[src/fv_pkg.sv]
/* Sizes and types of the feature-value bank. The address layout {node id, line}
   is shared by streaming, write-back and edge reads. */
package fv_pkg;

    // Bank geometry
    localparam int FV_WIDTH       = 64;
    localparam int MAX_FV_NUM     = 16;
    localparam int LINES_PER_NODE = MAX_FV_NUM / 2;
    localparam int NODES_PER_ITER = 4;
    localparam int NUM_ITER       = 4;
    localparam int NUM_EDGE_PE    = 4;
    localparam int SRAM_DEPTH     = 128;

    // One SRAM line holds two 32-bit feature values
    typedef logic [FV_WIDTH-1:0] fv_line_t;

    typedef logic [$clog2(NUM_ITER)-1:0] iter_t;

    // Upper bits select the iteration, lower bits the node within it
    typedef logic [$clog2(NUM_ITER*NODES_PER_ITER)-1:0] node_id_t;

    typedef logic [$clog2(LINES_PER_NODE)-1:0] line_idx_t;

    // {node_id_t, line_idx_t}
    typedef logic [$clog2(SRAM_DEPTH)-1:0] fv_addr_t;

    // Feature count, 1 to MAX_FV_NUM
    typedef logic [$clog2(MAX_FV_NUM):0] fv_count_t;

    typedef logic [$clog2(NUM_EDGE_PE)-1:0] pe_tag_t;

    // {node within iteration, line_idx_t}
    typedef logic [$clog2(NODES_PER_ITER*LINES_PER_NODE)-1:0] buf_addr_t;

    typedef enum logic [1:0] {
        IDLE,
        STREAM,
        WRITE_BACK,
        READ_EDGE
    } bank_state_t;

endpackage

[src/fv_stream_buffer.sv]
/* Holds one streamed iteration. Beats outside an sos..eos frame are ignored,
   and sm_rd_data follows sm_rd_addr by one cycle. */
module fv_stream_buffer
    import fv_pkg::*;
(
    input  logic      clk,
    input  logic      reset,
    input  logic      stream_valid,
    input  logic      stream_sos,
    input  logic      stream_eos,
    input  buf_addr_t stream_addr,
    input  fv_line_t  stream_data,
    input  buf_addr_t sm_rd_addr,
    output logic      stream_done,
    output fv_line_t  sm_rd_data
);

    fv_line_t mem [NODES_PER_ITER*LINES_PER_NODE];

    logic open_q;
    logic beat_ok;

    // Beat belongs to a framed stream
    assign beat_ok = stream_valid && (stream_sos || open_q);

    always_ff @(posedge clk) begin
        if (reset) begin
            open_q      <= 1'b0;
            stream_done <= 1'b0;
        end else begin
            stream_done <= beat_ok && stream_eos;
            if (beat_ok && stream_eos) begin
                open_q <= 1'b0;
            end else if (beat_ok && stream_sos) begin
                open_q <= 1'b1;
            end
        end
    end

    always_ff @(posedge clk) begin
        if (beat_ok) begin
            mem[stream_addr] <= stream_data;
        end
        sm_rd_data <= mem[sm_rd_addr];
    end

    a_framed: assert property (
        @(posedge clk) disable iff (reset)
        stream_valid |-> (stream_sos ? !open_q : open_q)
    ) else $error("stream beat outside a framed stream");

endmodule

[config.mk]
export PLATFORM = sky130hd
export DESIGN_NAME = fv_stream_buffer
export DESIGN_NICKNAME = d
export VERILOG_FILES = /design/src/fv_pkg.sv /design/src/fv_stream_buffer.sv
export SDC_FILE = /design/constraint.sdc
export NUM_CORES = 2
export LEC_CHECK = 0
export BUFFER_PORTS_ARGS = -buffer_cell sky130_fd_sc_hd__buf_2
export CAP_MARGIN = 25
export CORE_MARGIN = 2
export CORE_UTILIZATION = 60
export DETAILED_ROUTE_END_ITERATION = 7
export GPL_TIMING_DRIVEN = 0
export HOLD_SLACK_MARGIN = 0.02
export PLACE_DENSITY_LB_ADDON = 0.3
export SYNTH_ARGS = -nofsm -noshare
export SYNTH_HDL_FRONTEND = slang
export SYNTH_SLANG_ARGS = --single-unit
[constraint.sdc]
create_clock -name clk -period 8.94 [get_ports clk]
set_input_delay 0.894 -clock clk [delete_from_list [all_inputs] [get_ports clk]]
set_output_delay 0.894 -clock clk [all_outputs]
set_load 0.02 [all_outputs]
Yosys cells after proc, flatten, opt, wreduce, memory -nomap -nowiden
Memory sizes are Yosys's and may differ from the RTL's. A register that Yosys moved wholly into a read port is not among the register bits.
Index checks and enable logic that the tools add are counted.
{"block": "word_totals", "output_inout_bits": 65, "ram_bits": 2048, "word_cells": 10, "register_bits": 2, "inputBits": 79, "n_memories": 1}
{"memory": "mem", "words": 32, "width": 64, "rd": 1, "rd_clocked_by_memory_dff": 1, "wr": 1, "line": "fv_stream_buffer.sv:18", "rtl": "fv_line_t mem [NODES_PER_ITER*LINES_PER_NODE];"}
{"block": "op_classes", "n_mux": 2, "reduce_logical": 5}
{"operator": "$logic_and A1 B1 Y1", "n": 3}
{"operator": "$mux W1", "n": 2}
{"operator": "$reduce_or A2 Y1", "n": 1}
{"operator": "$logic_or A1 B1 Y1", "n": 1}

Logic depth before layout (Yosys ltp)
{"block": "logic_depth", "depth_word": 4, "ltp_mapped": 10, "ltp_nobuf": 4}

Worst setup path before layout
No wires, ideal clock.
{"block": "synth_path", "kind": "input to register", "startpoint": "in stream_valid", "endpoint": "mem mem[13][0] in the netlist's numbering, enable pin", "stages": 4, "slack_ns": 4.121, "path_buffers": 1, "t_arrival_ns": 4.333, "required_ns": 8.454, "setup_ns": 0.486, "path_cell_list": "o21ai_0 -> or3b_2 -> clkbuf_1 -> nor2_1"}
{"block": "synth_between", "elab_chain_cells": 3}
{"element": "from (decl)", "line": "fv_stream_buffer.sv:8", "rtl": "input logic stream_valid,"}
{"element": "$logic_and A1 B1 Y1", "line": "fv_stream_buffer.sv:24", "rtl": "assign beat_ok = stream_valid && (stream_sos || open_q);"}
{"element": "$mux W1", "line": "fv_stream_buffer.sv:41", "rtl": "if (beat_ok) begin"}
{"element": "$mux W1 (implied by the code)", "line": "fv_stream_buffer.sv:42", "rtl": "mem[stream_addr] <= stream_data;"}
{"element": "to (decl)", "line": "fv_stream_buffer.sv:18"}
No other way between the ends.

==> metrics.csv <==
stage,metric,value,unit
routing,routed_wl,213000,um
power,pwr-share-seq,53.9,%
cts,cts_sinks,2114,
cts,clk_latency,0.82,ns
floorplan,die-area,135000,um^2
routing,vias,38500,
placement,place_congestion,0.773,
cts,cts_tree,built,
job,max_cap_viol_count,0,
logic_synthesis,syn_inst,3118,
worst_hold_path,hold_path_class,input pin to register,
routing,vias_per_cell,6.98,
floorplan,io_pins,144,
setup_path,cp-end-kind,register,
placement,dp_hpwl,128000,um
cells_and_area,area_growth,15.3,%
routing,antenna_left,0,
placement,port_buffers,139,
cts,htree_levels,4,
grt,gr-usage-met1,40.9,%
floorplan,initial_utilization,60.2,%
sta,period_share,39.1,%
cells_and_area,drive_gt1_share,36.0,%
routing,drcViolationCount,0,
routing,dr.pass1.iters,6,
floorplan,rows,133,
logic_synthesis,ys_async_sr_fraction,0,%
grt,track_usage,32.0,%
sta,rsz0062_at_grt,no,
logic_synthesis,ys_ff_latch,2114,
floorplan,die_w,367,um
power,ir_worst_vdd,0.240,mV
cts,cts_resized,0,
cts,cts_setup_buffers,0,
power,pwr_density_cell,223,nW/um^2
floorplan,core,131000,um^2
logic_synthesis,synth_edf_count,2048,
power,swShare,21.1,%
cts,holdBufCountCts,0,
setup_path,worstSetupPathType,input pin to register,
setup_path,worstSetupStartpointType,input pin,
logic_synthesis,ys_warn_count,0,
cells_and_area,fin_util,69.4,%
grt,busiest_layer,met2,
cells_and_area,stdcell_count,5513,
power,p_leak,28.7,nW
sta,setup_viol,0,
grt,use_met2,52.1,%
grt,grt_pass1_vias,39500,
grt,grt_antenna_before_repair,19,
sta,fin_crit,3.50,ns
cts,cts_buffer_depth,3,
sta,final-hold-violation-count,0,
floorplan,die_h,367,um
cts,numCtsBuffers,198,
routing,routedWlPerCell,38.6,um
cts,cts-root-buf,clkbuf_16,
cells_and_area,nets,3661,
grt,grt_pass1_wl,296000,um
sta,slew_headroom,19.5,%
logic_synthesis,synth_cell_types,30,
setup_path,required,9.64,ns
logic_synthesis,ys_seq_area_share,79.5,%
sta,fmax,0.286,GHz
power,pwr-share-clk,40.9,%
power,internal-power,16.0,mW
placement,placed_cells,5131,
routing,drt_iter0_markers,6260,
logic_synthesis,synth_area,79000,um^2
status,run_status,completed,
sta,tightest_slew,1.21,ns
setup_path,crit_fanout,10,
power,p_switching,4.29,mW
logic_synthesis,synthFlopType,edfxtp_1,
grt,grt_max_degree,33,
setup_path,critPathArrivalTime,4.19,ns
sta,slew_violations,0,
logic_synthesis,avgSynthCellArea,25.3,um^2
cts,clk_pin_slew_worst_paths,0.06,ns
power,p_comb_share,5.1,%
grt,overflow,0,
logic_synthesis,syn-num-nets,3197,
grt,grt_use_met3,7.24,%
sta,fin_skew,0.0260,ns
[Yosys cell counts, drive strengths merged (5+ instances only)]
| library cell | count | share of area [%] |
|---|---|---|
| mux2i | 31 | 0.39 |
| o21a | 6 | 0.057 |
| nor2 | 36 | 0.17 |
| buf | 98 | 0.63 |
| a221oi | 11 | 0.12 |
| a22oi | 5 | 0.048 |
| mux2 | 73 | 1.0 |
| o22ai | 21 | 0.17 |
| dfxtp | 66 | 1.7 |
| nand2 | 26 | 0.12 |
| o21ai | 9 | 0.057 |
| edfxtp | 2048 | 78 |
| clkbuf | 60 | 0.29 |
| mux4 | 602 | 17 |
| o211ai | 6 | 0.057 |
[registers in the layout, indices dropped and copies added, names as in the netlist]
| signal | count |
|---|---|
| open_q | 1 |
| sm_rd_data | 64 |
| stream_done | 1 |
| mem | 2048 |
[through the flow]
stage	cell area [um^2]	power (mW)	hold slack (ns)	TNS, ns	worst slack [ns]
floorplan	79000	11.7	0.505	0	4.12
global placement	81900	12.1	0.522	-161.31	-0.492
detailed placement	84600	12.2	0.568	0	4.58
CTS	91000	20.4	0.206	0	5.36
finish	91100	20.3	0.247	0	5.44
global route	91100	20.8	0.223	0	5.51
[final cells by class]
| cell class | instances | area (um^2) |
|---|---|---|
| plain buffers | 158 | 728 |
| inverters | 1 | 3.75 |
| diodes | 8 | 20.0 |
| multi-input cells | 845 | 15700 |
| clock buffers | 259 | 5410 |
| well taps | 1755 | 2200 |
| fillers | 7473 | 40100 |
| repair buffers | 264 | 3220 |
| flip-flops and latches | 2114 | 62800 |
| clock inverters | 109 | 968 |
[placed cells by master, fill, tap and decap left out, drive strengths merged, types with 11 or more instances in the layout]
master  netlist  final
clkbuf       60    319
mux2         73     73
mux2i        31     31
nor2         36     36
a221oi       11     11
mux4        602    602
dfxtp        66     66
bufinv        0     15
nand2        26     26
o22ai        21     21
edfxtp     2048   2048
buf          98    362
clkinv        0     80
[worst max-delay path, cell delays in order]
cell and delay (ns):
buf_2 0.33, clkbuf_1 0.87, clkbuf_1 0.82, mux4_2 0.43
mux4_2 0.53, mux2_2 0.30
[routing by layer]
| layer | wire length (um) | vias up |
|---|---|---|
| li1 | - | 14500 |
| met1 | 70300 | 20100 |
| met2 | 107000 | 3201 |
| met3 | 24100 | 669 |
| met4 | 11900 | 12 |
| met5 | 80 | - |
[cell families (layout without fill, tap and decap cells)]
kind of cell    after synthesis  after routing  share of synthesized area (%)
buf+inv                     159            791                          0.923
flops                      2114           2114                           79.5
other cells                   0              8                              0
simple gates                 77             77                          0.426
compound gates               62             62                          0.540
mux                         706            706                           18.6
[power groups by stage]
stage | registers [mW] | logic, mW | clock network [mW]
2_1_floorplan | 11.2 | 0.512 | 0
3_3_place_gp | 11.2 | 0.943 | 0
3_5_place_dp | 11.2 | 1.01 | 0
4_1_cts | 11.0 | 1.03 | 8.36
5_1_grt | 11.0 | 1.09 | 8.71
6_report | 11.0 | 1.05 | 8.32
[final timing paths]
kind	slack (ns)	cells after the start	end	start
max	5.44	6	sm_rd_data[30]	sm_rd_addr[2]
min	0.25	2	stream_done	reset
max reg2reg	5.74	6	mem[29][8]	open_q
min reg2reg	0.58	2	open_q	open_q
Note: power is estimated with default switching activity, not from simulation.
