**config.mk**
```make
export PLATFORM = sky130hd
export DESIGN_NAME = fv_edge_router
export DESIGN_NICKNAME = d
export VERILOG_FILES = /design/src/fv_pkg.sv /design/src/fv_edge_router.sv
export SDC_FILE = /design/constraint.sdc
export NUM_CORES = 1
export LEC_CHECK = 0
export BUFFER_PORTS_ARGS = -buffer_cell sky130_fd_sc_hd__clkbuf_2
export CORE_AREA = 2 2 65 67
export CTS_BUF_LIST = sky130_fd_sc_hd__clkbuf_4
export CTS_CLUSTER_DIAMETER = 30
export CTS_CLUSTER_SIZE = 30
export DETAILED_ROUTE_END_ITERATION = 7
export DIE_AREA = 0 0 67 69
export GPL_TIMING_DRIVEN = 1
export HOLD_SLACK_MARGIN = 0.06
export PLACE_DENSITY = 0.92
export SLEW_MARGIN = 20
export SYNTH_ARGS = -nofsm -noshare
export SYNTH_HDL_FRONTEND = slang
export SYNTH_SLANG_ARGS = --single-unit
```
**constraint.sdc**
```tcl
create_clock -name clk -period 0.8 [get_ports clk]
set_input_delay 0.04 -clock clk [delete_from_list [all_inputs] [get_ports clk]]
set_output_delay 0.04 -clock clk [all_outputs]
set_load 0.03 [all_outputs]
```
**src/fv_pkg.sv**
```systemverilog
/* Sizes and types of the feature-value bank. The address layout {node id, line}
   is shared by streaming, write-back and edge reads. */
package fv_pkg;

    // Bank geometry
    localparam int FV_WIDTH       = 64;
    localparam int MAX_FV_NUM     = 16;
    localparam int LINES_PER_NODE = MAX_FV_NUM / 2;
    localparam int NODES_PER_ITER = 4;
    localparam int NUM_ITER       = 4;
    localparam int NUM_EDGE_PE    = 4;
    localparam int SRAM_DEPTH     = 128;

    // One SRAM line holds two 32-bit feature values
    typedef logic [FV_WIDTH-1:0] fv_line_t;

    typedef logic [$clog2(NUM_ITER)-1:0] iter_t;

    // Upper bits select the iteration, lower bits the node within it
    typedef logic [$clog2(NUM_ITER*NODES_PER_ITER)-1:0] node_id_t;

    typedef logic [$clog2(LINES_PER_NODE)-1:0] line_idx_t;

    // {node_id_t, line_idx_t}
    typedef logic [$clog2(SRAM_DEPTH)-1:0] fv_addr_t;

    // Feature count, 1 to MAX_FV_NUM
    typedef logic [$clog2(MAX_FV_NUM):0] fv_count_t;

    typedef logic [$clog2(NUM_EDGE_PE)-1:0] pe_tag_t;

    // {node within iteration, line_idx_t}
    typedef logic [$clog2(NODES_PER_ITER*LINES_PER_NODE)-1:0] buf_addr_t;

    typedef enum logic [1:0] {
        IDLE,
        STREAM,
        WRITE_BACK,
        READ_EDGE
    } bank_state_t;

endpackage

```
**src/fv_edge_router.sv**
```systemverilog
/* Registers each read beat and raises the valid of the tagged edge PE only.
   Adds one cycle between the controller and the PEs. */
module fv_edge_router
    import fv_pkg::*;
(
    input  logic                   clk,
    input  logic                   reset,
    input  logic                   rd_valid,
    input  logic                   rd_sos,
    input  logic                   rd_eos,
    input  pe_tag_t                rd_tag,
    input  fv_line_t               rd_data,
    output logic [NUM_EDGE_PE-1:0] edge_valid,
    output logic                   edge_sos,
    output logic                   edge_eos,
    output fv_line_t               edge_data
);

    logic [NUM_EDGE_PE-1:0] tag_dec;

    // One-hot tag decode
    always_comb begin
        tag_dec = '0;
        for (int i = 0; i < NUM_EDGE_PE; i++) begin
            tag_dec[i] = rd_valid && (int'(rd_tag) == i);
        end
    end

    always_ff @(posedge clk) begin
        if (reset) begin
            edge_valid <= '0;
            edge_sos   <= 1'b0;
            edge_eos   <= 1'b0;
        end else begin
            edge_valid <= tag_dec;
            edge_sos   <= rd_valid && rd_sos;
            edge_eos   <= rd_valid && rd_eos;
        end
    end

    always_ff @(posedge clk) begin
        edge_data <= rd_data;
    end

    // Frame markers only ride on a beat for exactly one PE
    a_one_pe: assert property (
        @(posedge clk) disable iff (reset)
        $onehot0(edge_valid) && ((edge_sos || edge_eos) -> (edge_valid != '0))
    ) else $error("edge_valid not one-hot or frame marker without a beat");

endmodule

```
==> run metrics, run 1 <==
Syn Inst Count 76; Starting Density a little under two fifths; #FFs+latches synth 70; Netlist cell types 5; clock buffer count from CTS 9; Worst EP Category top-level output; post-synthesis sequential area ratio a little over nine tenths; die span in y between 60 and 70 µm; initial antenna violation count 4; Congestion Overflow GR 30; Die Wd between 60 and 70 µm; H-tree depth 3; Post-CTS Setup Inserts 0; status did not finish; pre-CTS setup slack roughly 240 ps; GR repair worst EP edge_data[48]; Syn Nets approximately 150; pin count of the biggest net entering global routing 12; Mapped Area ~1500 µm²; gr usage total between 60% and 70%; # clock sinks 70; gpl congestion between 0.6 and 0.7; Avg Cell Area, Syn slightly below 20 µm²; YS warnings 0; Err [ERROR GRT-0232] Routing congestion too high. Check the congestion heatmap in the GUI.; FP Rows 23; Fail Step global routing (5_1_grt); port bufs 140; num ports approximately 140; Root Buffer clkbuf_4; largest buffer count on any clock path 2
-- synthesized netlist by cell type --
| cell | instances | share of area [%] |
|---|---|---|
| and3b_2 | 2 | 1.4 |
| dfxtp_1 | 70 | 95 |
| and4bb_2 | 2 | 1.7 |
| nor4b_2 | 1 | 1.0 |
| and4b_2 | 1 | 0.76 |
-- per-stage QoR --
stage               hold WS, ps  instances  util [%]  cell area, µm²
CTS                         248        352      95.2            3730
floorplan                  67.7         76         -            1470
global placement            143        266      57.1            2240
detailed placement          144        266      57.1            2240
-- metal layers --
metal	overflow	track usage (%)
met1	0	66.0
met2	15	86.0
met3	0	57.3
met4	15	75.5
met5	0	2.50
-- logic make-up after synthesis --
group         count (synthesis)  share of synthesized area (%)
flops                        70                           95.2
simple gates                  6                           4.84
-- repair_timing --
action | 4_1_cts
endpoints found under the hold margin | 70
pin swaps | 0
hold buffers | 70
setup endpoints to repair | 70
gates resized for setup | 198
==> run 2, diff against run 1 <==
- CORE_AREA: 2 2 65 67 -> 2 2 67 69
- CTS_BUF_LIST: sky130_fd_sc_hd__clkbuf_4 -> default
- CTS_CLUSTER_DIAMETER: 30 -> default
- CTS_CLUSTER_SIZE: 30 -> default
- DIE_AREA: 0 0 67 69 -> 0 0 69 71
- HOLD_SLACK_MARGIN: 0.06 -> default
- PLACE_DENSITY: 0.92 -> default
- PLACE_DENSITY_LB_ADDON: default -> 0.15
==> run 2 against run 1 <==
The flow now finishes, with violations (setup timing). Synthesized cell count unchanged. Synthesized area unchanged.
==> run metrics, run 2 <==
Crit Path Class reg -> out; Biggest register edge_data; pre-CTS setup slack 252 ps; Top delay family on crit path flip-flops; fin nets roughly 370; CP max stage delay 370 ps; ANT nets after route 0; CP arrival 840 ps; status complete, but fails checks; worst setup margin -75.3 ps; Seq pwr share a little under half; Die Wd 69 µm; Crit path required time 760 ps; DRC 0; asr flop ratio synth 0%; CP endpoint kind primary output; gpl congestion around 0.65; pin count of the biggest net entering global routing 13; via count 1546; Reg clk slew, reported paths 90 ps; max reg flops 64; drt total wl approximately 8100 µm; Max-slew headroom 87.1%; dominant cells by area after synthesis dfxtp_1 95%, and4bb_2 1.7%, and3b_2 1.4%; fmax about 1100 MHz; failing checks setup timing; worst hold path type in -> reg; area leader, netlist dfxtp_1; vias in the first global route 1749; most common cell in the netlist dfxtp_1; port bufs 140; Worst VDD drop 1.59 mV; die span in y about 71 µm; Leak ~1.8 nW; #FFs+latches synth 70; commonest cells in the netlist 70 x dfxtp_1, 2 x and3b_2, 2 x and4bb_2; # clock sinks 70; biggest regs edge_data x64, edge_valid x4; Worst Path Buf+Inv 1; area growth from synthesis to layout 167%; num ports ~140; WL/cell between 20 and 25 µm; Avg Cell Area, Syn slightly below 20 µm²; Congestion Overflow GR 0; Starting Density 35.0%; YS warnings 0; Min Hold Slack between 20 and 30 ps; Slowest-stage cell, CP dfxtp_2; EDFF count, synth 0; P_sw 0.00219 W; vias per cell 4.37; Netlist cell types 5; FP Rows 24; CP cell instances buf_8; Top FF cell, synth dfxtp_1; final setup fails 70; final core utilization 93.6%; full die area 4900 µm²; CORE AREA ~4200 µm²; DP HPWL ~2800 µm; Setup crit start kind flop; setup repair after global routing missed its margin true; CTS tree built; final hold vios 0; internal power 0.00627 W; Syn Inst Count 76; Switching Share around a quarter; share of layout cells above drive strength 1 76.7%; first-pass GRT wire length slightly above 10000 µm; fin crit period just under 900 ps; TritonRoute pass-1 iters 4; fin. max-slew vios 0; initial antenna violation count 0; Yosys top cell area share a little over nine tenths; Syn Nets 147; clock power share 37.6%; Mapped Area 1470 µm²; post-synthesis sequential area ratio between 90% and 100%; 1st-iter DRT viols 72; crit-path max FO 1; Final period util 109%; Worst-Margin Slew a little under 200 ps; Post-CTS Setup Inserts 0; maximum capacitance violations 0; Power Dens Cells 2150 nW/µm²; commonest cells after routing, fill and taps aside 70 x dfxtp_2, 70 x clkbuf_2, 70 x buf_8; Root Buffer clkbuf_8; H-tree depth 3; gr usage total between 20% and 30%; clock buffer count from CTS 9; Comb pwr share 16.9%; largest buffer count on any clock path 2; Sum Neg Setup Slack -2830 ps
run 2: cell counts after synthesis:
No cell type changed its count.
run 2: power groups by stage:
stage / sequential, W / combinational [W] / clock, W
after floorplan: 0.00416 / 0.0000129 / 0
after global placement: 0.00379 / 0.000723 / 0
after detailed placement: 0.00379 / 0.000733 / 0
after CTS: 0.00377 / 0.00127 / 0.00308
after global routing: 0.00385 / 0.00147 / 0.00333
final: 0.00385 / 0.00143 / 0.00318
run 2: worst paths after layout:
path	from	to	slack, ps	cells after the start
worst max-delay path	edge_data[49]$_DFF_P_	edge_data[49]	-80	1
worst min-delay path	rd_valid	edge_valid[0]$_SDFF_PP0_	30	2
run 2: cell families (layout without fill, tap and decap cells):
logic type	count (synthesis)	count (layout)	synth area share (%)
buffers and inverters	0	225	0
DFF	70	70	95.2
other	0	1	0
and+or+nand+nor	6	6	4.84
run 2: metrics by stage:
step	cell area [µm²]	std cells	power, W
2_1_floorplan	1470	76	0.00417
3_3_place_gp	2240	268	0.00451
3_5_place_dp	2240	268	0.00452
4_1_cts	3830	353	0.00812
5_1_grt	3930	353	0.00865
6_report	3930	354	0.00846
run 2: cell type report:
type	instances	area [µm²]
clock buffer	10	128
antenna	1	2.50
sequential	70	1490
multi-input combinational	6	71.3
timing repair buffer	209	2090
tap	52	65.1
fill	141	270
clock inverter	6	86.3
run 2: timing repair:
item,4_1_cts,5_1_grt
hold buffers,69,0
endpoints found under the hold margin,67,0
setup endpoints to repair,70,70
gates resized for setup,202,78
run 2: routing by layer:
metal	share of wire [%]	vias up	track usage [%]
met5	0	-	0
met4	3.8	0	15.0
met3	6.5	28	8.40
met2	54	101	53.0
met1	36	734	28.4
li1	-	683	-
(Power assumes the default switching activity.)
==> run 3, diff against run 2 <==
- PLACE_DENSITY: default -> 0.78
- PLACE_DENSITY_LB_ADDON: 0.15 -> default
==> run 3 against run 2 <==
The flow still finishes with violations (setup timing). Sequential share of layout area rose by 0.48 points. First-iteration DRC count fell by 14%. Routed wire length fell by 11%. Worst hold slack improved by 13 ps. Clock-buffer cell count rose by 2. Setup slack improved by 20 ps. Combinational power barely moved. Sequential power barely moved. Die area did not move. Cell count fell by 0.28%. Non-clock buffer count did not move. Cell area fell by 1.2%. Critical path type unchanged. Highest routed layer unchanged.
==> run metrics, run 3 (synthesized netlist as in run 2, its figures left out) <==
crit-path max FO 1; biggest regs edge_data x64, edge_valid x4; initial antenna violation count 0; internal power about 0.0057 W; Crit Path Class reg -> out; worst setup margin -55.6 ps; Die Wd roughly 69 µm; fin nets 367; Switching Share roughly a quarter; CTS tree built; final setup fails 73; gr usage total between 20% and 30%; Comb pwr share about 18%; final cell count without fillers around 350; Worst Path Buf+Inv 1; area growth from synthesis to layout 164%; TritonRoute pass-1 iters 4; ANT nets after route 0; Setup crit start kind flop; vias per cell 4.36; commonest cells after routing, fill and taps aside 70 x dfxtp_2, 70 x clkbuf_2, 70 x buf_8; FP Rows 24; Seq pwr share 49.3%; drt total wl 7230 µm; share of layout cells above drive strength 1 about three quarters; P_sw 0.00207 W; pre-CTS setup slack roughly 250 ps; Worst VDD drop around 1.4 mV; Reg clk slew, reported paths around 80 ps; pin count of the biggest net entering global routing 12; final hold vios 0; gpl congestion between 0.6 and 0.7; placement-stage cell area ~2200 µm²; worst hold path type in -> reg; CP arrival 820 ps; Antenna Cells 0; port bufs between 100 and 150; 1st-iter DRT viols 62; max reg flops 64; clock buffer count from CTS 9; CP endpoint kind primary output; first-pass GRT wire length between 9000 and 10000 µm; fillers roughly 140; full die area 4900 µm²; maximum capacitance violations 0; failing checks setup timing; CORE AREA approximately 4200 µm²; Placed Cells ~270; vias in the first global route 1726; # clock sinks 70; Worst-Margin Slew 202 ps; Critical Path Start edge_data[10]$_DFF_P_; setup repair after global routing missed its margin true; num ports 141; WL/cell between 20 and 25 µm; hold_sp rd_valid; Leak 1.80 nW; Starting Density a little over a third; fin crit period between 800 and 900 ps; largest buffer count on any clock path 2; Root Buffer clkbuf_8; Power Dens Cells around 2000 nW/µm²; clock power share between 30% and 40%; CP cell instances buf_8; Congestion Overflow GR 0; status complete, but fails checks; Final Cell Area just under 4000 µm²; Max-slew headroom 86.5%; DP HPWL about 2600 µm; Final period util 107%; Slowest-stage cell, CP dfxtp_2; Crit path required time approximately 760 ps; Biggest register edge_data; fmax approximately 1200 MHz; Hold Path Sink edge_valid[0]$_SDFF_PP0_; CP max stage delay roughly 360 ps; fin. max-slew vios 0; via count between 1500 and 2000; H-tree depth 3; Top delay family on crit path flip-flops; die span in y just over 70 µm; Hold Path Stages 2; DRC 0
[run 3: changes by cell type in the layout (fill, tap and decap cells not counted)]
| cell | change |
|---|---|
| bufinv_16 | -2 |
| clkbuf_1 | +1 |
| clkbuf_8 | +1 |
| clkinv_2 | +1 |
| clkinv_4 | -1 |
| diode_2 | -1 |
[run 3: worst max-delay path by stage]
stage | depth (start not counted) | slack [ps] | to
after floorplan | 0 | 300 | edge_data[0]
after global placement | 1 | 250 | edge_data[62]
after detailed placement | 1 | 250 | edge_data[62]
after CTS | 1 | -60 | edge_data[44]
after global routing | 1 | -90 | edge_data[10]
final | 1 | -60 | edge_data[10]
[run 3: through the flow]
step / utilization (%) / TNS [ps] / hold WS (ps) / total power (W)
6_report: 92.4 / -2200 / 41.7 / 0.00778
5_1_grt: 92.4 / -4500 / 37.7 / 0.00804
3_5_place_dp: 53.2 / 0 / 144 / 0.00452
2_1_floorplan: - / 0 / 67.7 / 0.00417
3_3_place_gp: 53.2 / 0 / 142 / 0.00451
4_1_cts: 90.0 / -3500 / 19.2 / 0.00748
[run 3: final cells by class]
| cell class | instances | area, µm² | share of cell area, % |
|---|---|---|---|
| repair buffers | 209 | 2090 | 53.8 |
| flip-flops and latches | 70 | 1490 | 38.3 |
| clock buffers | 12 | 145 | 3.74 |
| multi-input cells | 6 | 71.3 | 1.84 |
| well taps | 52 | 65.1 | 1.67 |
| clock inverters | 4 | 22.5 | 0.580 |
[run 3: timing repair]
item,4_1_cts,5_1_grt
hold buffers,69,0
gates resized for setup,198,82
buffers inserted,0,0
pin swaps,0,0
hold endpoints to repair,67,0
setup endpoints to repair,70,70
[run 3: layer usage]
layer / vias up / GRT usage (%) / part of all wire (%)
li1: 683 / - / -
met1: 754 / 22.7 / 32
met2: 87 / 49.9 / 59
met3: 16 / 9.69 / 6.2
met4: 0 / 15.5 / 2.6
met5: - / 0 / 0
[run 3: power groups by stage]
| stage | sequential [W] | combinational (W) | clock, W |
|---|---|---|---|
| finish | 0.00384 | 0.00140 | 0.00254 |
| global route | 0.00385 | 0.00144 | 0.00275 |
| CTS | 0.00377 | 0.00126 | 0.00245 |
| detailed placement | 0.00379 | 0.000730 | 0 |
| global placement | 0.00378 | 0.000721 | 0 |
| floorplan | 0.00416 | 0.0000129 | 0 |
