### config.mk
export PLATFORM = sky130hd
export DESIGN_NAME = fv_bank_ctrl
export DESIGN_NICKNAME = d
export VERILOG_FILES = /design/src/fv_pkg.sv /design/src/fv_bank_ctrl.sv
export SDC_FILE = /design/constraint.sdc
export NUM_CORES = 1
export LEC_CHECK = 0
export BUFFER_PORTS_ARGS = -buffer_cell sky130_fd_sc_hd__buf_2
export CAP_MARGIN = 20
export CORE_AREA = 2 2 140 142
export DETAILED_ROUTE_END_ITERATION = 10
export DIE_AREA = 0 0 142 144
export GPL_ROUTABILITY_DRIVEN = 0
export PLACE_DENSITY = 0.54
export SLEW_MARGIN = 20
export SYNTH_ARGS = -nofsm -noshare
export SYNTH_HDL_FRONTEND = slang
export SYNTH_SLANG_ARGS = --single-unit
### constraint.sdc
create_clock -name clk -period 7.2 [get_ports clk]
set_input_delay 0.36 -clock clk [delete_from_list [all_inputs] [get_ports clk]]
set_output_delay 0.36 -clock clk [all_outputs]
set_load 0.02 [all_outputs]
### src/fv_pkg.sv
/* Sizes and types of the feature-value bank. The address layout {node id, line}
   is shared by streaming, write-back and edge reads. */
package fv_pkg;

    // Bank geometry
    localparam int FV_WIDTH       = 64;
    localparam int MAX_FV_NUM     = 16;
    localparam int LINES_PER_NODE = MAX_FV_NUM / 2;
    localparam int NODES_PER_ITER = 4;
    localparam int NUM_ITER       = 4;
    localparam int NUM_EDGE_PE    = 4;
    localparam int SRAM_DEPTH     = 128;

    // One SRAM line holds two 32-bit feature values
    typedef logic [FV_WIDTH-1:0] fv_line_t;

    typedef logic [$clog2(NUM_ITER)-1:0] iter_t;

    // Upper bits select the iteration, lower bits the node within it
    typedef logic [$clog2(NUM_ITER*NODES_PER_ITER)-1:0] node_id_t;

    typedef logic [$clog2(LINES_PER_NODE)-1:0] line_idx_t;

    // {node_id_t, line_idx_t}
    typedef logic [$clog2(SRAM_DEPTH)-1:0] fv_addr_t;

    // Feature count, 1 to MAX_FV_NUM
    typedef logic [$clog2(MAX_FV_NUM):0] fv_count_t;

    typedef logic [$clog2(NUM_EDGE_PE)-1:0] pe_tag_t;

    // {node within iteration, line_idx_t}
    typedef logic [$clog2(NODES_PER_ITER*LINES_PER_NODE)-1:0] buf_addr_t;

    typedef enum logic [1:0] {
        IDLE,
        STREAM,
        WRITE_BACK,
        READ_EDGE
    } bank_state_t;

endpackage

### src/fv_bank_ctrl.sv
/* Requests and stream starts arriving while busy are dropped; there is no
   back-pressure. A node uses ceil(fv_num/2) lines, fv_num sampled at the start. */
module fv_bank_ctrl
    import fv_pkg::*;
(
    input  logic      clk,
    input  logic      reset,
    input  logic      update_phase,
    input  logic      stream_begin,
    input  fv_count_t fv_num,
    input  iter_t     cur_replay_iter,
    input  logic      req_valid,
    input  logic      req_write,
    input  logic      req_last,
    input  node_id_t  req_node_id,
    input  pe_tag_t   req_pe_tag,
    input  fv_line_t  req_data,
    input  fv_line_t  sram_rdata,
    output logic      sram_cen,
    output logic      sram_wen,
    output fv_addr_t  sram_addr,
    output fv_line_t  sram_wdata,
    output logic      stream_valid,
    output logic      stream_sos,
    output logic      stream_eos,
    output buf_addr_t stream_addr,
    output fv_line_t  stream_data,
    output logic      rd_valid,
    output logic      rd_sos,
    output logic      rd_eos,
    output pe_tag_t   rd_tag,
    output fv_line_t  rd_data
);

    bank_state_t state, nx_state;

    // Next line and node to issue
    line_idx_t line_cnt, nx_line;
    logic [$clog2(NODES_PER_ITER)-1:0] node_cnt, nx_node;

    logic [$clog2(LINES_PER_NODE):0] lines_in, lines_q, lines_cur;
    fv_count_t fv_num_p1;

    node_id_t node_q;
    pe_tag_t  tag_q;
    iter_t    last_iter_q;

    // Access issued this cycle
    logic      issue_rd;
    logic      issue_wr;
    node_id_t  issue_node;
    line_idx_t issue_line;
    logic [$clog2(NODES_PER_ITER)-1:0] issue_idx;
    logic      line_last;
    logic      beat_last_d;

    // Attributes of the read issued last cycle, whose data arrives now
    logic      beat_first_q;
    logic      beat_last_q;
    buf_addr_t beat_buf_q;

    // ceil(fv_num/2)
    assign fv_num_p1 = fv_num + 1'b1;
    assign lines_in  = fv_num_p1[$bits(fv_count_t)-1:1];
    assign lines_cur = (state == IDLE) ? lines_in : lines_q;

    assign line_last = ({1'b0, issue_line} == lines_cur - 1'b1);

    always_comb begin
        nx_state   = state;
        issue_rd   = 1'b0;
        issue_wr   = 1'b0;
        issue_idx  = node_cnt;
        issue_line = line_cnt;
        issue_node = node_q;

        case (state)
            IDLE: begin
                issue_idx  = '0;
                issue_line = '0;
                if (!update_phase) begin
                    issue_node = {cur_replay_iter, issue_idx};
                    if (stream_begin || (cur_replay_iter != last_iter_q)) begin
                        issue_rd = 1'b1;
                        nx_state = STREAM;
                    end
                end else begin
                    issue_node = req_node_id;
                    if (req_valid && req_write) begin
                        issue_wr = 1'b1;
                        // Single-line burst never leaves IDLE
                        if (!req_last) begin
                            nx_state = WRITE_BACK;
                        end
                    end else if (req_valid) begin
                        issue_rd = 1'b1;
                        nx_state = READ_EDGE;
                    end
                end
            end
            STREAM: begin
                issue_node = {last_iter_q, issue_idx};
                if (beat_last_q) begin
                    nx_state = IDLE;
                end else begin
                    issue_rd = 1'b1;
                end
            end
            READ_EDGE: begin
                if (beat_last_q) begin
                    nx_state = IDLE;
                end else begin
                    issue_rd = 1'b1;
                end
            end
            WRITE_BACK: begin
                if (req_valid) begin
                    issue_wr = 1'b1;
                    if (req_last) begin
                        nx_state = IDLE;
                    end
                end
            end
            default: nx_state = IDLE;
        endcase
    end

    // Counter advance; only a stream walks across nodes
    always_comb begin
        nx_line = line_cnt;
        nx_node = node_cnt;
        if (issue_wr) begin
            nx_line = issue_line + 1'b1;
        end else if (issue_rd) begin
            if (line_last) begin
                nx_line = '0;
                nx_node = (nx_state == STREAM) ? issue_idx + 1'b1 : issue_idx;
            end else begin
                nx_line = issue_line + 1'b1;
            end
        end
    end

    assign beat_last_d = line_last &&
        ((nx_state != STREAM) || (int'(issue_idx) == NODES_PER_ITER - 1));

    always_ff @(posedge clk) begin
        if (reset) begin
            state        <= IDLE;
            line_cnt     <= '0;
            node_cnt     <= '0;
            lines_q      <= '0;
            last_iter_q  <= '0;
            beat_first_q <= 1'b0;
            beat_last_q  <= 1'b0;
        end else begin
            state    <= nx_state;
            line_cnt <= nx_line;
            node_cnt <= nx_node;
            if (state == IDLE) begin
                lines_q <= lines_in;
            end
            if ((state == IDLE) && (nx_state == STREAM)) begin
                last_iter_q <= cur_replay_iter;
            end
            if (issue_rd) begin
                beat_first_q <= (state == IDLE);
                beat_last_q  <= beat_last_d;
            end
        end
    end

    always_ff @(posedge clk) begin
        if (state == IDLE) begin
            node_q <= req_node_id;
            tag_q  <= req_pe_tag;
        end
        if (issue_rd) begin
            beat_buf_q <= {issue_idx, issue_line};
        end
    end

    // SRAM port
    assign sram_cen   = !(issue_rd || issue_wr);
    assign sram_wen   = !issue_wr;
    assign sram_addr  = {issue_node, issue_line};
    assign sram_wdata = req_data;

    // Data returned by the SRAM is forwarded in the cycle it arrives
    assign stream_valid = (state == STREAM);
    assign stream_sos   = stream_valid && beat_first_q;
    assign stream_eos   = stream_valid && beat_last_q;
    assign stream_addr  = beat_buf_q;
    assign stream_data  = sram_rdata;

    assign rd_valid = (state == READ_EDGE);
    assign rd_sos   = rd_valid && beat_first_q;
    assign rd_eos   = rd_valid && beat_last_q;
    assign rd_tag   = tag_q;
    assign rd_data  = sram_rdata;

    a_no_wr_during_rd: assert property (
        @(posedge clk) disable iff (reset)
        (!sram_cen && !sram_wen) |-> !(stream_valid || rd_valid)
    ) else $error("SRAM write while read data is being forwarded");

    a_req_not_busy: assert property (
        @(posedge clk) disable iff (reset)
        $rose(req_valid) |-> !(state inside {STREAM, READ_EDGE})
    ) else $error("request raised while the bank is busy");

    a_fv_num_nonzero: assert property (
        @(posedge clk) disable iff (reset)
        ((state == IDLE) && issue_rd) |-> (fv_num != '0)
    ) else $error("fv_num is zero at operation start");

endmodule

-- Yosys cells after proc, flatten, opt, wreduce, memory -nomap -nowiden
Cells that the tools add are included.
- add/subtract/negate cells: 4
- equal/unequal tests: 8
- multiplexer cells: 27
- bitwise logic cells: 1
- reductions and logical operators: 16
- operators with widths (kind ; number):
    2-bit two-way mux ; 10
    3-bit two-way mux ; 4
    4-bit two-way mux ; 2
    4-bit case mux with 2 select lines ; 1
    1-bit logical AND ; 7
    1-bit two-way mux ; 7
    2-bit by 1-bit == test with 1-bit output, second input constant ; 3
    2-bit case mux with 3 select lines ; 1
    5-bit by 1-bit adder with 5-bit output, second input constant ; 1
    2-bit == test, second input constant ; 2
    3-bit by 4-bit == test with 1-bit output ; 1
    1-bit case mux with 2 select lines ; 2
    4-bit by 1-bit subtractor with 4-bit output, second input constant ; 1
    3-bit by 1-bit adder with 3-bit output, second input constant ; 1
    1-bit logical OR ; 3
    3-bit AND reduction ; 1
    2-bit by 1-bit adder with 2-bit output, second input constant ; 1
    1-bit zero test ; 2
    2-bit zero test ; 1
    2-bit by 1-bit != test with 1-bit output, second input constant ; 1
    2-bit != test ; 1
    2-bit nonzero test ; 1
    2-bit OR reduction ; 1
    1-bit NOT ; 1
- flip-flop bits (word level): 26
- input port bits: 148
- output and inout bits: 214
- word-level logic and storage cells: 66

-- Longest topological paths before layout
- word-level depth: 8
- mapped depth: 11
- depth with buffers taken out: 10

-- Least setup slack after synthesis
Ideal clock, no wire load.
- kind: register to register
- start point: register state[1]
- end point: register node_cnt[0]
- setup time: 0.122 ns
- arrival time: 2.448 ns
- required time: 7.078 ns
- setup slack: 4.630 ns
- stages on the path, launching flop included: 12
- path buffers: 1
- period minus slack after synthesis: 2.570 ns
- cell sequence: dfxtp_1 > or2_1 > buf_6 > inv_6 > mux2i_4 > ha_1 > xnor2_1 > nor3_1 > a22oi_1 > or2_1 > o31a_1 > a311o_1
- word-level cells in the longest chain between the ends: 6
- elaborated cells on any way between the ends: 26
- those cells by class: add/sub (2); eq/ne (5); mux (15); bitwise (1); reduce/logical (3)
- RTL lines (what ; line ; RTL):
    start: declaration ; fv_bank_ctrl.sv:35 ; bank_state_t state, nx_state;
    start signal: assignment ; fv_bank_ctrl.sv:157 ; state <= nx_state;
    branches (longest 6 deep; another with 4-bit by 1-bit subtractor with 4-bit output) ; n/a ;
    end signal: assignment ; fv_bank_ctrl.sv:159 ; node_cnt <= nx_node;
    end: declaration ; fv_bank_ctrl.sv:39 ; logic [$clog2(NODES_PER_ITER)-1:0] node_cnt, nx_node;
Several ways; the timed one is not identified.
A chain may end at the register's enable or synchronous reset.

-- Worst setup path after layout
- start point: register state[0]
- end point: register node_cnt[0]
Same word-level chain as after synthesis.

==> qor.yml <==
run:
  maxCapViolCount: 0
floorplanning:
  initial_utilization_pct: 15.3
  num_rows: 51
  die_y_um: 144
  ioPinCount: 362
  die_w_um: 142
  core_area_sq_um: 19100
  die-area_sq_um: 20400
critical_path:
  critPathSlowestCell: "dfxtp_1"
  required_ps: 7360
  cp-start-kind: "flip-flop"
  endpoint_kind: "flip-flop"
  cp_max_fo: 21
  crit_chain: "or2_1 -> inv_6 -> mux2i_4 -> ha_1 -> xnor2_1 -> nor3_1 -> a22oi_1 -> or2_1 -> o31a_1 -> a311o_1"
  crit_path_frequent_cell: "or2_1"
  worstSetupPathType: "flip-flop to flip-flop"
  crit_path_max_incr_delay_ps: 590
  worstPathArrival_ps: 3300
route:
  num_vias: 1417
  ant_nets: 0
  drc: 0
  drt-total-wl_mm: 6.60
  drt_iter0_drc: 32
  drt_pass1_iterations: 4
  routedWlPerCell_um: 15.5
  viasPerCell: 3.33
clocking:
  clock-root-buffer: "clkbuf_16"
  cts_tree: "done"
  clk_pin_slew_ps: 70
  cts.repair.resized: 0
  clk_latency_ps: 260
  hold_buffers: 0
  cts.path.max_buffers: 2
  cts_setup_buffers: 0
  htree_levels: 1
  cts_inserted_buffers: 3
  cts.sinks: 26
global_routing:
  overflow: 0
  grt_pass1_vias: 1492
  antenna_found_initial: 1
  grt_first_pass_wirelength_mm: 9.32
  grt_start_max_net_pins: 22
  grt_usage_pct: 6.26
sta:
  fmax_mhz: 319
  period_minus_slack_ps: 3140
  finalCritPeriodShare_pct: 43.6
  fin_skew_ps: 3.34
  rsz0062_at_grt: "no"
  setup_viol_count_final: 0
  hold_viol: 0
  setup_slack_ps: 4060
  worst_slew_pin_slew_ps: 598
  max_slew_margin_pct: 59.9
  finalSetupTns_ps: 0
  maxSlewViolCount: 0
synth:
  postSynth.asyncResetShare_pct: 0
  syn-num-nets: 492
  ys_ff_latch: 26
  synth_cell_type_count: 48
  yosysTopAreaCell: "buf_4"
  ys.flop_type: "dfxtp_1"
  synth-edff-count: 11
  syn_inst: 340
  synthTopCellsByArea: "buf_4 49%, edfxtp_1 11%, dfxtp_1 10%"
  avgSynthCellArea_sq_um: 8.58
  synth_top_area_share_pct: 49.4
  ys_seq_area_share_pct: 21.6
  synth_area_sq_um: 2920
  ys_warn_count: 0
finish:
  syn_to_final_growth_pct: -30.4
  drive_gt1_share_pct: 27.3
  finalNetCount: 340
  stdcell_count: 426
pwr:
  ir_worst_vdd_v: 0.000100
  p_leak_nw: 0.799
  power_density_nw_per_um2: 225
min_path:
  hold_path.class: "primary input to flip-flop"
run_status:
  status: "complete, no violations"
place:
  io_buffers: 41
  dp_hpwl_mm: 5.41
  dp_cells: 421
  dp_slack_ps: 4060
[cell usage after synthesis, types with 2 or more instances]
master / number
xnor2_1: 8
nor2b_1: 5
and3_1: 4
o21ai_0: 6
buf_4: 192
or2_1: 3
edfxtp_1: 11
mux2i_1: 6
and2_1: 7
buf_6: 2
inv_1: 5
clkbuf_1: 3
a22oi_1: 4
a21oi_1: 8
a211oi_1: 2
nor2_1: 11
nand2_1: 9
nand3_1: 2
xor2_1: 2
ha_1: 4
nor3_1: 5
dfxtp_1: 15
[kinds of logic (layout without fill, tap and decap cells)]
group           count (synthesis)  in the layout  share of synthesized area, %
compound gates                 34             34                          8.11
xor+xnor                       12             12                          4.33
fa+ha+maj                       4              4                          1.72
buf+inv                       204             51                          51.7
flops                          26             26                          21.6
mux                             8              8                          3.22
other cells                     0              1                             0
simple gates                   52             52                          9.35
[power breakdown]
part	switching [W]	total, W	internal (W)
logic	0.0000793	0.000132	0.0000528
registers	0.0000138	0.000188	0.000174
clock network	0.0000528	0.000138	0.0000852
total	0.000146	0.000458	0.000312
[worst paths after layout]
check	startpoint	endpoint	slack [ps]	cells past startpoint
setup reg to reg	state[0]$_SDFF_PP0_	node_cnt[0]$_SDFFE_PP0P_	4060	10
hold / removal	req_pe_tag[0]	rd_tag[0]$_DFFE_PN_	270	1
setup / recovery	state[0]$_SDFF_PP0_	node_cnt[0]$_SDFFE_PP0P_	4060	10
hold reg to reg	beat_first_q$_SDFFE_PP0P_	beat_first_q$_SDFFE_PP0P_	500	2
[layer usage]
layer / up-vias / GRT usage (%) / part of all wire, %
met5: - / 0 / 0
met4: 0 / 8.37 / 11
met3: 81 / 4.21 / 15
met2: 113 / 8.37 / 42
met1: 607 / 5.53 / 31
li1: 616 / - / -
[flip-flops by register name, summed over array words and instances (netlist names)]
register and count:
beat_first_q 1, rd_tag 2, line_cnt 3, lines_q 4, last_iter_q 2, beat_last_q 1
state 2, stream_addr 5, node_q 4, node_cnt 2
[final cells by class]
type	instances	area, sq um
multi-input combinational	110	779
sequential	26	631
fill	2182	17000
timing repair buffer	41	205
tap	238	298
clock buffer	4	88.8
inverter	6	27.5
antenna	1	2.50
[worst max-delay path: cells and delay by family, from the launching register on]
kind	cells	cell delay (ps)
AOI/OAI and AO/OA	3	710
adders and majority gates	1	320
and+or+nand+nor	3	890
buffers and inverters	1	160
xor gates and xnor gates	1	130
muxes	1	230
DFF	1	590
[metrics by stage]
stage          cell area [sq um]  hold slack, ps  util, %  power (W)
6_report                    2030             268     10.6   0.000458
5_1_grt                     2030             266     10.6   0.000485
4_1_cts                     2030             265     10.6   0.000465
3_5_place_dp                1940             489     10.2   0.000326
3_3_place_gp                1940             502     10.2   0.000326
2_1_floorplan               2920             440        -   0.000441
[layout by cell type, fill, tap and decap left out, types with 2 or more instances in the layout]
| master | n |
|---|---|
| a211oi_1 | 2 |
| a21oi_1 | 8 |
| a22oi_1 | 4 |
| and2_1 | 7 |
| and3_1 | 4 |
| buf_2 | 41 |
| clkbuf_16 | 3 |
| dfxtp_1 | 15 |
| edfxtp_1 | 11 |
| ha_1 | 4 |
| inv_1 | 5 |
| mux2i_1 | 6 |
| nand2_1 | 9 |
| nand3_1 | 2 |
| nor2_1 | 11 |
| nor2b_1 | 5 |
| nor3_1 | 5 |
| o21ai_0 | 6 |
| or2_1 | 3 |
| xnor2_1 | 8 |
| xor2_1 | 2 |
Power figures use the tool's default switching activity.
